### src/rvPkg.sv
package rvPkg;

    // Fixed RV32I widths
    localparam int XLEN       = 32;
    localparam int REG_ADDR_W = 5;

    // funct3 encodings shared by OP and OP_IMM
    localparam logic [2:0] F3_ADD  = 3'b000;
    localparam logic [2:0] F3_SLL  = 3'b001;
    localparam logic [2:0] F3_SLT  = 3'b010;
    localparam logic [2:0] F3_SLTU = 3'b011;
    localparam logic [2:0] F3_XOR  = 3'b100;
    localparam logic [2:0] F3_SR   = 3'b101;
    localparam logic [2:0] F3_OR   = 3'b110;
    localparam logic [2:0] F3_AND  = 3'b111;

    // funct7 encodings
    localparam logic [6:0] F7_BASE = 7'b0000000;
    localparam logic [6:0] F7_ALT  = 7'b0100000;

    // Major opcodes handled by this core
    typedef enum logic [6:0] {
        OP     = 7'b0110011,
        OP_IMM = 7'b0010011,
        LUI    = 7'b0110111
    } opcodeE;

    typedef enum logic [3:0] {
        ADD,
        SUB,
        SLL,
        SLT,
        SLTU,
        XOR,
        SRL,
        SRA,
        OR,
        AND,
        PASSB
    } aluOpE;

    // Decode stage output, 118 bits
    typedef struct packed {
        logic                  valid;
        logic                  illegal;
        aluOpE                 aluOp;
        logic [REG_ADDR_W-1:0] rd;
        logic [REG_ADDR_W-1:0] rs1;
        logic [REG_ADDR_W-1:0] rs2;
        logic                  useImm;
        logic [XLEN-1:0]       imm;
        logic [XLEN-1:0]       rs1Data;
        logic [XLEN-1:0]       rs2Data;
    } decodedOpT;

    // Execute result, also used for the write-back port
    typedef struct packed {
        logic                  valid;
        logic                  illegal;
        logic [REG_ADDR_W-1:0] rd;
        logic [XLEN-1:0]       data;
    } execResultT;

endpackage

### src/regFile.sv
module regFile (
    input  logic                         clk,
    input  logic                         rstN,
    input  logic                         we,
    input  logic [rvPkg::REG_ADDR_W-1:0] waddr,
    input  logic [rvPkg::XLEN-1:0]       wdata,
    input  logic [rvPkg::REG_ADDR_W-1:0] raddr1,
    input  logic [rvPkg::REG_ADDR_W-1:0] raddr2,
    output logic [rvPkg::XLEN-1:0]       rdata1,
    output logic [rvPkg::XLEN-1:0]       rdata2
);

    // x0 has no storage
    logic [rvPkg::XLEN-1:0] regs [31:1];

    function automatic logic [rvPkg::XLEN-1:0] readReg(
        input logic [rvPkg::REG_ADDR_W-1:0] addr
    );
        logic [rvPkg::XLEN-1:0] value;
        if (addr == '0) begin
            value = '0;
        end else if (we && (waddr == addr)) begin
            // Write-through, covers the distance-3 dependency
            value = wdata;
        end else begin
            value = regs[addr];
        end
        return value;
    endfunction

    always_comb begin
        rdata1 = readReg(raddr1);
        rdata2 = readReg(raddr2);
    end

    always_ff @(posedge clk or negedge rstN) begin
        if (!rstN) begin
            for (int i = 1; i < 32; i++) begin
                regs[i] <= '0;
            end
        end else if (we && (waddr != '0)) begin
            regs[waddr] <= wdata;
        end
    end

endmodule

### src/resultStage.sv
module resultStage (
    input  logic                         clk,
    input  logic                         rstN,
    input  rvPkg::execResultT            exeRes,
    input  logic [rvPkg::REG_ADDR_W-1:0] rs1Addr,
    input  logic [rvPkg::REG_ADDR_W-1:0] rs2Addr,
    output logic [rvPkg::XLEN-1:0]       rs1Data,
    output logic [rvPkg::XLEN-1:0]       rs2Data,
    output rvPkg::execResultT            wbRes
);

    logic regWe;

    // Write-back register
    always_ff @(posedge clk or negedge rstN) begin
        if (!rstN) begin
            wbRes <= '0;
        end else begin
            wbRes <= exeRes;
        end
    end

    // Illegal entries retire without touching the registers
    assign regWe = wbRes.valid && !wbRes.illegal;

    regFile regFile_inst (
        .clk    (clk),
        .rstN   (rstN),
        .we     (regWe),
        .waddr  (wbRes.rd),
        .wdata  (wbRes.data),
        .raddr1 (rs1Addr),
        .raddr2 (rs2Addr),
        .rdata1 (rs1Data),
        .rdata2 (rs2Data)
    );

endmodule

### src/instrDecode.sv
module instrDecode (
    input  logic                         clk,
    input  logic                         rstN,
    input  logic                         instrValid,
    input  logic [rvPkg::XLEN-1:0]       instr,
    output logic [rvPkg::REG_ADDR_W-1:0] rs1Addr,
    output logic [rvPkg::REG_ADDR_W-1:0] rs2Addr,
    input  logic [rvPkg::XLEN-1:0]       rs1Data,
    input  logic [rvPkg::XLEN-1:0]       rs2Data,
    output rvPkg::decodedOpT             decOp
);

    rvPkg::opcodeE    opcode;
    logic [2:0]       funct3;
    logic [6:0]       funct7;
    logic             alt;
    logic             bad;
    rvPkg::decodedOpT dec;

    assign opcode  = rvPkg::opcodeE'(instr[6:0]);
    assign funct3  = instr[14:12];
    assign funct7  = instr[31:25];
    assign alt     = instr[30];

    // Register read addresses go straight to the register file
    assign rs1Addr = instr[19:15];
    assign rs2Addr = instr[24:20];

    always_comb begin
        dec         = '0;
        bad         = 1'b0;
        dec.rd      = instr[11:7];
        dec.rs1     = rs1Addr;
        dec.rs2     = rs2Addr;
        dec.rs1Data = rs1Data;
        dec.rs2Data = rs2Data;
        // I immediate, sign extended
        dec.imm     = {{20{instr[31]}}, instr[31:20]};

        case (funct3)
            rvPkg::F3_ADD:  dec.aluOp = (opcode == rvPkg::OP && alt) ? rvPkg::SUB : rvPkg::ADD;
            rvPkg::F3_SLL:  dec.aluOp = rvPkg::SLL;
            rvPkg::F3_SLT:  dec.aluOp = rvPkg::SLT;
            rvPkg::F3_SLTU: dec.aluOp = rvPkg::SLTU;
            rvPkg::F3_XOR:  dec.aluOp = rvPkg::XOR;
            rvPkg::F3_SR:   dec.aluOp = alt ? rvPkg::SRA : rvPkg::SRL;
            rvPkg::F3_OR:   dec.aluOp = rvPkg::OR;
            default:        dec.aluOp = rvPkg::AND;
        endcase

        case (opcode)
            rvPkg::OP: begin
                // funct7 alt only for sub and sra
                if (funct7 == rvPkg::F7_ALT) begin
                    bad = (funct3 != rvPkg::F3_ADD) && (funct3 != rvPkg::F3_SR);
                end else begin
                    bad = (funct7 != rvPkg::F7_BASE);
                end
            end
            rvPkg::OP_IMM: begin
                dec.useImm = 1'b1;
                if (funct3 == rvPkg::F3_SLL) begin
                    bad = (funct7 != rvPkg::F7_BASE);
                end else if (funct3 == rvPkg::F3_SR) begin
                    bad = (funct7 != rvPkg::F7_BASE) && (funct7 != rvPkg::F7_ALT);
                end
            end
            rvPkg::LUI: begin
                dec.useImm = 1'b1;
                dec.aluOp  = rvPkg::PASSB;
                dec.imm    = {instr[31:12], 12'b0};
            end
            default: begin
                bad = 1'b1;
            end
        endcase

        dec.valid   = instrValid;
        dec.illegal = instrValid && bad;
    end

    always_ff @(posedge clk or negedge rstN) begin
        if (!rstN) begin
            decOp <= '0;
        end else begin
            decOp <= dec;
        end
    end

endmodule

### src/aluExecute.sv
module aluExecute (
    input  logic              clk,
    input  logic              rstN,
    input  rvPkg::decodedOpT  decOp,
    input  rvPkg::execResultT wbRes,
    output rvPkg::execResultT exeRes
);

    logic [rvPkg::XLEN-1:0] srcA;
    logic [rvPkg::XLEN-1:0] srcRegB;
    logic [rvPkg::XLEN-1:0] srcB;
    logic [rvPkg::XLEN-1:0] aluOut;

    // Only entries that will really be written can forward
    function automatic logic [rvPkg::XLEN-1:0] fwdOperand(
        input logic [rvPkg::REG_ADDR_W-1:0] rs,
        input logic [rvPkg::XLEN-1:0]       regData
    );
        logic [rvPkg::XLEN-1:0] value;
        if (exeRes.valid && !exeRes.illegal && (exeRes.rd != '0) && (exeRes.rd == rs)) begin
            value = exeRes.data;
        end else if (wbRes.valid && !wbRes.illegal && (wbRes.rd != '0) && (wbRes.rd == rs)) begin
            value = wbRes.data;
        end else begin
            value = regData;
        end
        return value;
    endfunction

    always_comb begin
        srcA    = fwdOperand(decOp.rs1, decOp.rs1Data);
        srcRegB = fwdOperand(decOp.rs2, decOp.rs2Data);
        srcB    = decOp.useImm ? decOp.imm : srcRegB;
    end

    always_comb begin
        case (decOp.aluOp)
            rvPkg::ADD:   aluOut = srcA + srcB;
            rvPkg::SUB:   aluOut = srcA - srcB;
            rvPkg::SLL:   aluOut = srcA << srcB[4:0];
            rvPkg::SLT:   aluOut = {31'b0, $signed(srcA) < $signed(srcB)};
            rvPkg::SLTU:  aluOut = {31'b0, srcA < srcB};
            rvPkg::XOR:   aluOut = srcA ^ srcB;
            rvPkg::SRL:   aluOut = srcA >> srcB[4:0];
            rvPkg::SRA:   aluOut = $unsigned($signed(srcA) >>> srcB[4:0]);
            rvPkg::OR:    aluOut = srcA | srcB;
            rvPkg::AND:   aluOut = srcA & srcB;
            rvPkg::PASSB: aluOut = srcB;
            default:      aluOut = '0;
        endcase
    end

    always_ff @(posedge clk or negedge rstN) begin
        if (!rstN) begin
            exeRes <= '0;
        end else begin
            exeRes.valid   <= decOp.valid;
            exeRes.illegal <= decOp.illegal;
            exeRes.rd      <= decOp.rd;
            exeRes.data    <= aluOut;
        end
    end

endmodule

### src/riscvCore.sv
module riscvCore (
    input  logic                   clk,
    input  logic                   rstN,
    input  logic                   instrValid,
    input  logic [rvPkg::XLEN-1:0] instr,
    output rvPkg::execResultT      wb
);

    // Register read path
    logic [rvPkg::REG_ADDR_W-1:0] rs1Addr;
    logic [rvPkg::REG_ADDR_W-1:0] rs2Addr;
    logic [rvPkg::XLEN-1:0]       rs1Data;
    logic [rvPkg::XLEN-1:0]       rs2Data;

    // Pipeline registers
    rvPkg::decodedOpT  decOp;
    rvPkg::execResultT exeRes;
    rvPkg::execResultT wbRes;

    instrDecode instrDecode_inst (
        .clk        (clk),
        .rstN       (rstN),
        .instrValid (instrValid),
        .instr      (instr),
        .rs1Addr    (rs1Addr),
        .rs2Addr    (rs2Addr),
        .rs1Data    (rs1Data),
        .rs2Data    (rs2Data),
        .decOp      (decOp)
    );

    // wbRes doubles as the distance-2 forwarding source
    aluExecute aluExecute_inst (
        .clk    (clk),
        .rstN   (rstN),
        .decOp  (decOp),
        .wbRes  (wbRes),
        .exeRes (exeRes)
    );

    resultStage resultStage_inst (
        .clk     (clk),
        .rstN    (rstN),
        .exeRes  (exeRes),
        .rs1Addr (rs1Addr),
        .rs2Addr (rs2Addr),
        .rs1Data (rs1Data),
        .rs2Data (rs2Data),
        .wbRes   (wbRes)
    );

    assign wb = wbRes;

endmodule

### config.mk
export PLATFORM = sky130hd
export DESIGN_NAME = riscvCore
export DESIGN_NICKNAME = d
export VERILOG_FILES = /design/src/rvPkg.sv /design/src/regFile.sv /design/src/resultStage.sv /design/src/instrDecode.sv /design/src/aluExecute.sv /design/src/riscvCore.sv
export SDC_FILE = /design/constraint.sdc
export NUM_CORES = 2
export LEC_CHECK = 0
export ABC_AREA = 0
export BUFFER_PORTS_ARGS = -buffer_cell sky130_fd_sc_hd__buf_2
export CORE_UTILIZATION = 64
export CTS_CLUSTER_SIZE = 12
export DETAILED_ROUTE_END_ITERATION = 6
export PLACE_DENSITY = 0.78
export SLEW_MARGIN = 10
export SYNTH_ARGS = -nofsm -noshare
export SYNTH_HDL_FRONTEND = slang
export SYNTH_SLANG_ARGS = --single-unit
export TNS_END_PERCENT = 50
### constraint.sdc
create_clock -name clk -period 7 [get_ports clk]
set_input_delay 1.05 -clock clk [delete_from_list [all_inputs] [get_ports clk]]
set_output_delay 1.05 -clock clk [all_outputs]
set_load 0.05 [all_outputs]
# Word level (Yosys, flattened, before mapping)

Cells that the tools add are included.
Widths: inputs -> output; s select.

Memory bits (writable): 0
Flip-flop bits (word level): 1188
Memories kept: 0
Input port bits: 35
Output and inout bits: 39
Word-level logic and storage cells: 144
Latch bits: 0
ROM bits: 0

Div/mod/pow operators: 0
Reduce and logical (&&, ||, !) cells: 26
Eq/ne operators: 28
Add/sub/neg operators: 2
Bitwise operators: 3
Multiply operators: 0
$lt $le $gt $ge: 6
Shift operators: 3
Multiplexer cells: 27

Operators by type and width:

| cell               | count |
|---|---|
| $bwmux 992         | 1 |
| $mux 32            | 12 |
| $pmux 32 s11       | 1 |
| $bmux 32 s5        | 2 |
| $demux 32 s5       | 1 |
| $lt 32x32->1       | 2 |
| $add 32x32->32     | 1 |
| $and 32x32->32     | 1 |
| $or 32x32->32      | 1 |
| $shl 32x5->32      | 1 |
| $shr 32x5->32      | 1 |
| $sshr 32x5->32     | 1 |
| $sub 32x32->32     | 1 |
| $xor 32x32->32     | 1 |
| $mux 31            | 1 |
| $eq 5x5->1         | 6 |
| $pmux 4 s7         | 1 |
| $eq 7x6->1 const B | 3 |
| $lt 5x6->1 const B | 3 |
| $eq 4x3->1 const B | 4 |
| $logic_and 1x1->1  | 15 |
| $eq 4x4->1 const B | 3 |
| $logic_not 5->1    | 2 |
| $reduce_bool 5->1  | 2 |
| 18 further kinds   | 28 |

# Depth between registers and ports, before layout

Word-level depth: 9
Mapped depth: 25
Depth with buffers taken out: 20

# Modules after synthesis

A second synthesis with hierarchy kept.

Cell total of the unflattened synthesis: 5888
Area total of the unflattened synthesis: 71039.4 um^2

Modules (own cells, without submodules):

| module      | cells an instance | area each (um^2) | sequential area each (um^2) | instances |
|---|---|---|---|---|
| regFile     | 3743              | 53976.8          | 24823.8                     | 1 |
| aluExecute  | 1908              | 12534.5          | 975.9                       | 1 |
| instrDecode | 197               | 3538.4           | 2952.8                      | 1 |
| resultStage | 40                | 989.7            | 975.9                       | 1 |

# Worst setup path before layout

No wires, ideal clock.

Path type: reg-to-reg
Start point: register resultStage_inst.wbRes[35] (netlist name)
End point: register aluExecute_inst.exeRes[22] (netlist name)
Data required time: 6.861 ns
Buffers on the path: 5
Period minus slack after synthesis: 6.038 ns
Data arrival time: 5.899 ns
Path slack: 0.962 ns
Stages on the path, launching flop included: 25
Setup time: 0.139 ns
Cells stage by stage: dfrtp_1 > clkbuf_1 > xnor2_1 > and4_1 > buf_1 > nand3_1 > a311oi_4 > nor2_4 > buf_2 > buf_2 > buf_2 > inv_1 > ha_1 > inv_1 > fa_1 > nand2b_1 > a221oi_1 > o41ai_1 > o41ai_2 > a21oi_1 > o21ba_2 > o31ai_1 > o22a_1 > a21oi_1 > or4_1

Word-level cells in the longest chain between the ends: 8
Elaborated cells on any way between the ends: 20
Those cells by class: add/sub (2); eq/ne (2); shift (3); mux (6); bitwise (3); reduce/logical (4)

RTL lines:

| item                                       | RTL line         | source |
|---|---|---|
| $reduce_bool 5->1                          | aluExecute.sv:22 | `end else if (wbRes.valid && !wbRes.illegal && (wbRes.rd != '0) && (wbRes.rd == rs)) begin` |
| $logic_and 1x1->1 (2 in a row)             | aluExecute.sv:22 |  |
| $mux 32                                    | aluExecute.sv:22 |  |
| $mux 32                                    | aluExecute.sv:20 | `if (exeRes.valid && !exeRes.illegal && (exeRes.rd != '0) && (exeRes.rd == rs)) begin` |
| $mux 32                                    | aluExecute.sv:33 | `srcB = decOp.useImm ? decOp.imm : srcRegB;` |
| $sub 32x32->32 (tied with other cells)     | aluExecute.sv:39 | `rvPkg::SUB: aluOut = srcA - srcB;` |
| $pmux 32 s11 (*)                           | aluExecute.sv:37 | `case (decOp.aluOp)` |
| named net aluExecute_inst.aluOut (one bit) | aluExecute.sv:12 | `logic [rvPkg::XLEN-1:0] aluOut;` |

Mark *: on every way through the listed nets, which the timed path passes. The rest lies on a longest branch.
A chain may end at the register's enable or synchronous reset.

# Worst setup path after layout

Start point: register resultStage_inst.wbRes[36] (netlist name)
End point: register aluExecute_inst.exeRes[22] (netlist name)

Word-level cells in the longest chain between the ends: 8
Elaborated cells on any way between the ends: 20
Those cells by class: add/sub (2); eq/ne (2); shift (3); mux (6); bitwise (3); reduce/logical (4)

RTL lines:

| item                                       | RTL line |
|---|---|
| $reduce_bool 5->1                          | aluExecute.sv:22 |
| $logic_and 1x1->1 (2 in a row)             | aluExecute.sv:22 |
| $mux 32                                    | aluExecute.sv:22 |
| $mux 32                                    | aluExecute.sv:20 |
| $mux 32                                    | aluExecute.sv:33 |
| $sub 32x32->32 (tied with other cells)     | aluExecute.sv:39 |
| $pmux 32 s11 (*)                           | aluExecute.sv:37 |
| named net aluExecute_inst.aluOut (one bit) | aluExecute.sv:12 |

Marks and branches as above.

==> out/qor.yml <==
final_nets: 5306
worst_pin_slew_ns: 1.19
critPathMaxStageDelay_ns: 0.82
slew_violations: 0
cts_buffer_depth: 3
via_count: 50400
crit_path_max_fanout: 14
syn_inst: 5319
ir_drop_uv: 221
drv_cap: 0
dp_cells: 6443
syn-cell-area_um2: 69200
fin_setup_tns_ns: 0
ios: 74
synth.area.top_cells: "dfrtp_1 (43%), mux2_2 (18%), mux4_2 (18%), mux2i_1 (3.1%), clkbuf_1 (2.0%)"
ys.warnings.count: 0
start_kind: "flip-flop"
clk_pin_slew_worst_paths_ns: 0.06
hold_violations: 0
die-area_um2: 109000
p_leak_nw: 34.0
crit_slowest_cell: "o21ai_0"
grt_pass1_vias: 49900
ys_async_sr_fraction_pct: 100
synth.largest_area_cell: "dfrtp_1"
power_mw: 22.3
clock_latency_ns: 0.77
root_buffer: "clkbuf_16"
wl_mm: 230
worstHoldPathType: "in -> async"
cts_tree: "built"
synthFlopType: "dfrtp_1"
grt_pass1_wl_mm: 338
status: "complete, but fails checks"
port-buffer-count: 73
drive_above_1_share_pct: 40.6
violations: "DRC"
synth_edf_count: 0
r2r-start: "resultStage_inst.wbRes[36]"
synth_seq_cells: 1188
power_density_nw_per_um2: 296
grt_start_max_net_pins: 182
area_delta_synth_final_pct: 8.63
hold_buffers: 0
final_cells: 6660
dieWidth_um: 331
design.core.area_um2: 107000
drtIter0Drc: 6895
synth_cell_types: 81
num_rows: 120
critical-path-top-delay-family: "compound AO/OA/AOI/OAI gates"
initial_core_util_pct: 64.6
place_hpwl_mm: 141
finalWeightedCongestion: 1.08
startpoint: "resultStage_inst.wbRes[36]"
fillers: 7301
ant_nets: 0
synth_seq_area_share_pct: 42.9
post_drt_wl_per_cell_um: 34.6
groute.usage.overall_pct: 42.6
fin_crit_ns: 6.62
routed_via_density: 7.57
cts_buffers: 130
crit_path_end_kind: "flip-flop"
rsz0062_at_grt: "no"
clock_sinks: 1188
drt_pre_antenna_iters: 7
fmax_mhz: 151
crit_required_ns: 7.63
postCtsSetupBuffers: 0
drc: 20
die-height_um: 331
worstPathArrival_ns: 7.25
gr-total-overflow: 0
crit_chain: "or4_4, o211ai_1, nor2_4, mux2i_1, o21ai_0, ha_1, inv_1, fa_1, nand2b_1, a221oi_1, o41ai_1, buf_4, o41ai_2, buf_4, a21oi_1, o21ba_2, o31ai_1, o22a_1, a21oi_1, or4_1"
syn_avg_cell_area_um2: 13.0
crit_type: "reg -> reg"
syn-num-nets: 5453
post_cts_resized: 0
path_buf_inv: 3
synth_top_area_share_pct: 42.9
antenna_found_initial: 15
fin_skew_ns: 0.0305
relSlewSlack_pct: 20.4
htreeDepth: 4
fin_crit_sh_pct: 94.6
setup_violations: 0
[worst register-to-register path, cell delays in order, from the launching register on]
cell and delay, ns:
dfrtp_1 0.56, or4_4 0.60, o211ai_1 0.39, nor2_4 0.05, mux2i_1 0.13, o21ai_0 0.82
ha_1 0.39, inv_1 0.09, fa_1 0.45, nand2b_1 0.17, a221oi_1 0.42, o41ai_1 0.15
buf_4 0.18, o41ai_2 0.33, buf_4 0.20, a21oi_1 0.12, o21ba_2 0.27, o31ai_1 0.42
o22a_1 0.20, a21oi_1 0.06, or4_1 0.52
[cells in the final DEF, fill, tap and decap left out, types with 39 or more instances in the layout]
| master | count |
|---|---|
| a211oi_1 | 85 |
| a21oi_1 | 212 |
| a221oi_1 | 58 |
| buf_2 | 62 |
| buf_4 | 155 |
| clkbuf_16 | 133 |
| dfrtp_1 | 1187 |
| ha_1 | 97 |
| inv_1 | 96 |
| mux2_2 | 1092 |
| mux2i_1 | 211 |
| mux4_2 | 545 |
| nand2_1 | 147 |
| nor2_1 | 309 |
| nor3_1 | 39 |
| o21ai_0 | 92 |
| o22ai_1 | 45 |
[sequential cells by signal, indices dropped and copies added (netlist names)]
| signal | flops |
|---|---|
| aluExecute_inst.exeRes | 39 |
| instrDecode_inst.decOp | 118 |
| resultStage_inst.regFile_inst.regs | 992 |
| resultStage_inst.wbRes | 39 |
[Yosys cell counts (6+ instances only)]
cell type     n
dfrtp_1    1188
mux2_2     1092
mux4_2      545
clkbuf_1    370
nor2_1      327
a21oi_1     212
mux2i_1     211
nand2_1     160
buf_1       115
ha_1         97
inv_1        97
o21ai_0      92
a211oi_1     85
a221oi_1     58
nor3_1       46
o22ai_1      45
a2111oi_0    35
a21o_1       34
a22o_1       32
o211ai_1     32
nand3_1      31
xnor2_1      31
nor2b_1      29
o21ai_1      29
o221ai_1     25
nand2b_1     22
buf_2        21
a31oi_1      19
o21bai_1     19
nand4_1      18
o31ai_1      17
nor4_1       15
a221o_1      14
o21a_1       10
and3_1        8
a22oi_1       7
or4_1         7
a311oi_1      6
nand3b_1      6
o2111ai_1     6
o31a_1        6
o41ai_1       6
[through the flow]
step	util (%)	setup slack (ns)	cell area [um^2]	hold slack, ns
4_1_cts	70.1	0.473	75200	0.354
3_3_place_gp	66.3	0.648	71100	0.335
3_5_place_dp	66.3	0.476	71100	0.356
2_1_floorplan	-	0.962	69200	0.331
5_1_grt	70.1	0.191	75200	0.380
6_report	70.2	0.379	75200	0.311
[where the power goes]
group          leakage (nW)  internal, mW  switching, mW  total (mW)
clock network          2.02          3.90           2.89        6.79
logic                  15.9          2.64           3.88        6.52
registers              16.1          7.98          0.974        8.96
[path summary, 6_finish.rpt]
path / endpoint / slack [ns] / depth (start not counted)
worst max-delay path: aluExecute_inst.exeRes[22] / 0.38 / 20
worst min-delay path: resultStage_inst.regFile_inst.regs[462] / 0.31 / 1
worst max register to register: aluExecute_inst.exeRes[22] / 0.38 / 20
worst min register to register: resultStage_inst.wbRes[38] / 0.37 / 0
max in group asynchronous: aluExecute_inst.exeRes[6] / 4.97 / 2
min in group clk: resultStage_inst.wbRes[38] / 0.37 / 0
[per-layer routing]
layer	part of all wire, %	vias up	wire [um]	GRT usage (%)
met1	37	26100	86000	58.2
met2	44	3351	101000	61.1
li1	-	20100	-	-
met5	0.026	-	61	0
met3	12	867	28400	13.1
met4	6.3	10	14600	24.0
[cell type report]
| cell class | count | area, um^2 | area share, % |
|---|---|---|---|
| Clock inverter | 32 | 387 | 0.514 |
| Inverter | 98 | 368 | 0.489 |
| Tap cell | 1403 | 1760 | 2.33 |
| Timing Repair Buffer | 236 | 1830 | 2.43 |
| Clock buffer | 183 | 3740 | 4.97 |
| Multi-Input combinational cell | 3518 | 37400 | 49.7 |
| Sequential cell | 1188 | 29700 | 39.5 |
| Antenna cell | 2 | 5.00 | 0.00666 |
[cells by family after synthesis]
family                   after synthesis  share of synthesized area [%]
AO/OA/AOI/OAI                        836                           8.28
flip-flops                          1188                           42.9
buffers and inverters                613                           3.43
XOR/XNOR                              35                          0.443
AND/OR/NAND/NOR                      696                           4.47
multiplexers                        1852                           38.6
adder cells (fa/ha/maj)               99                           1.81
Power figures use the tool's default switching activity.
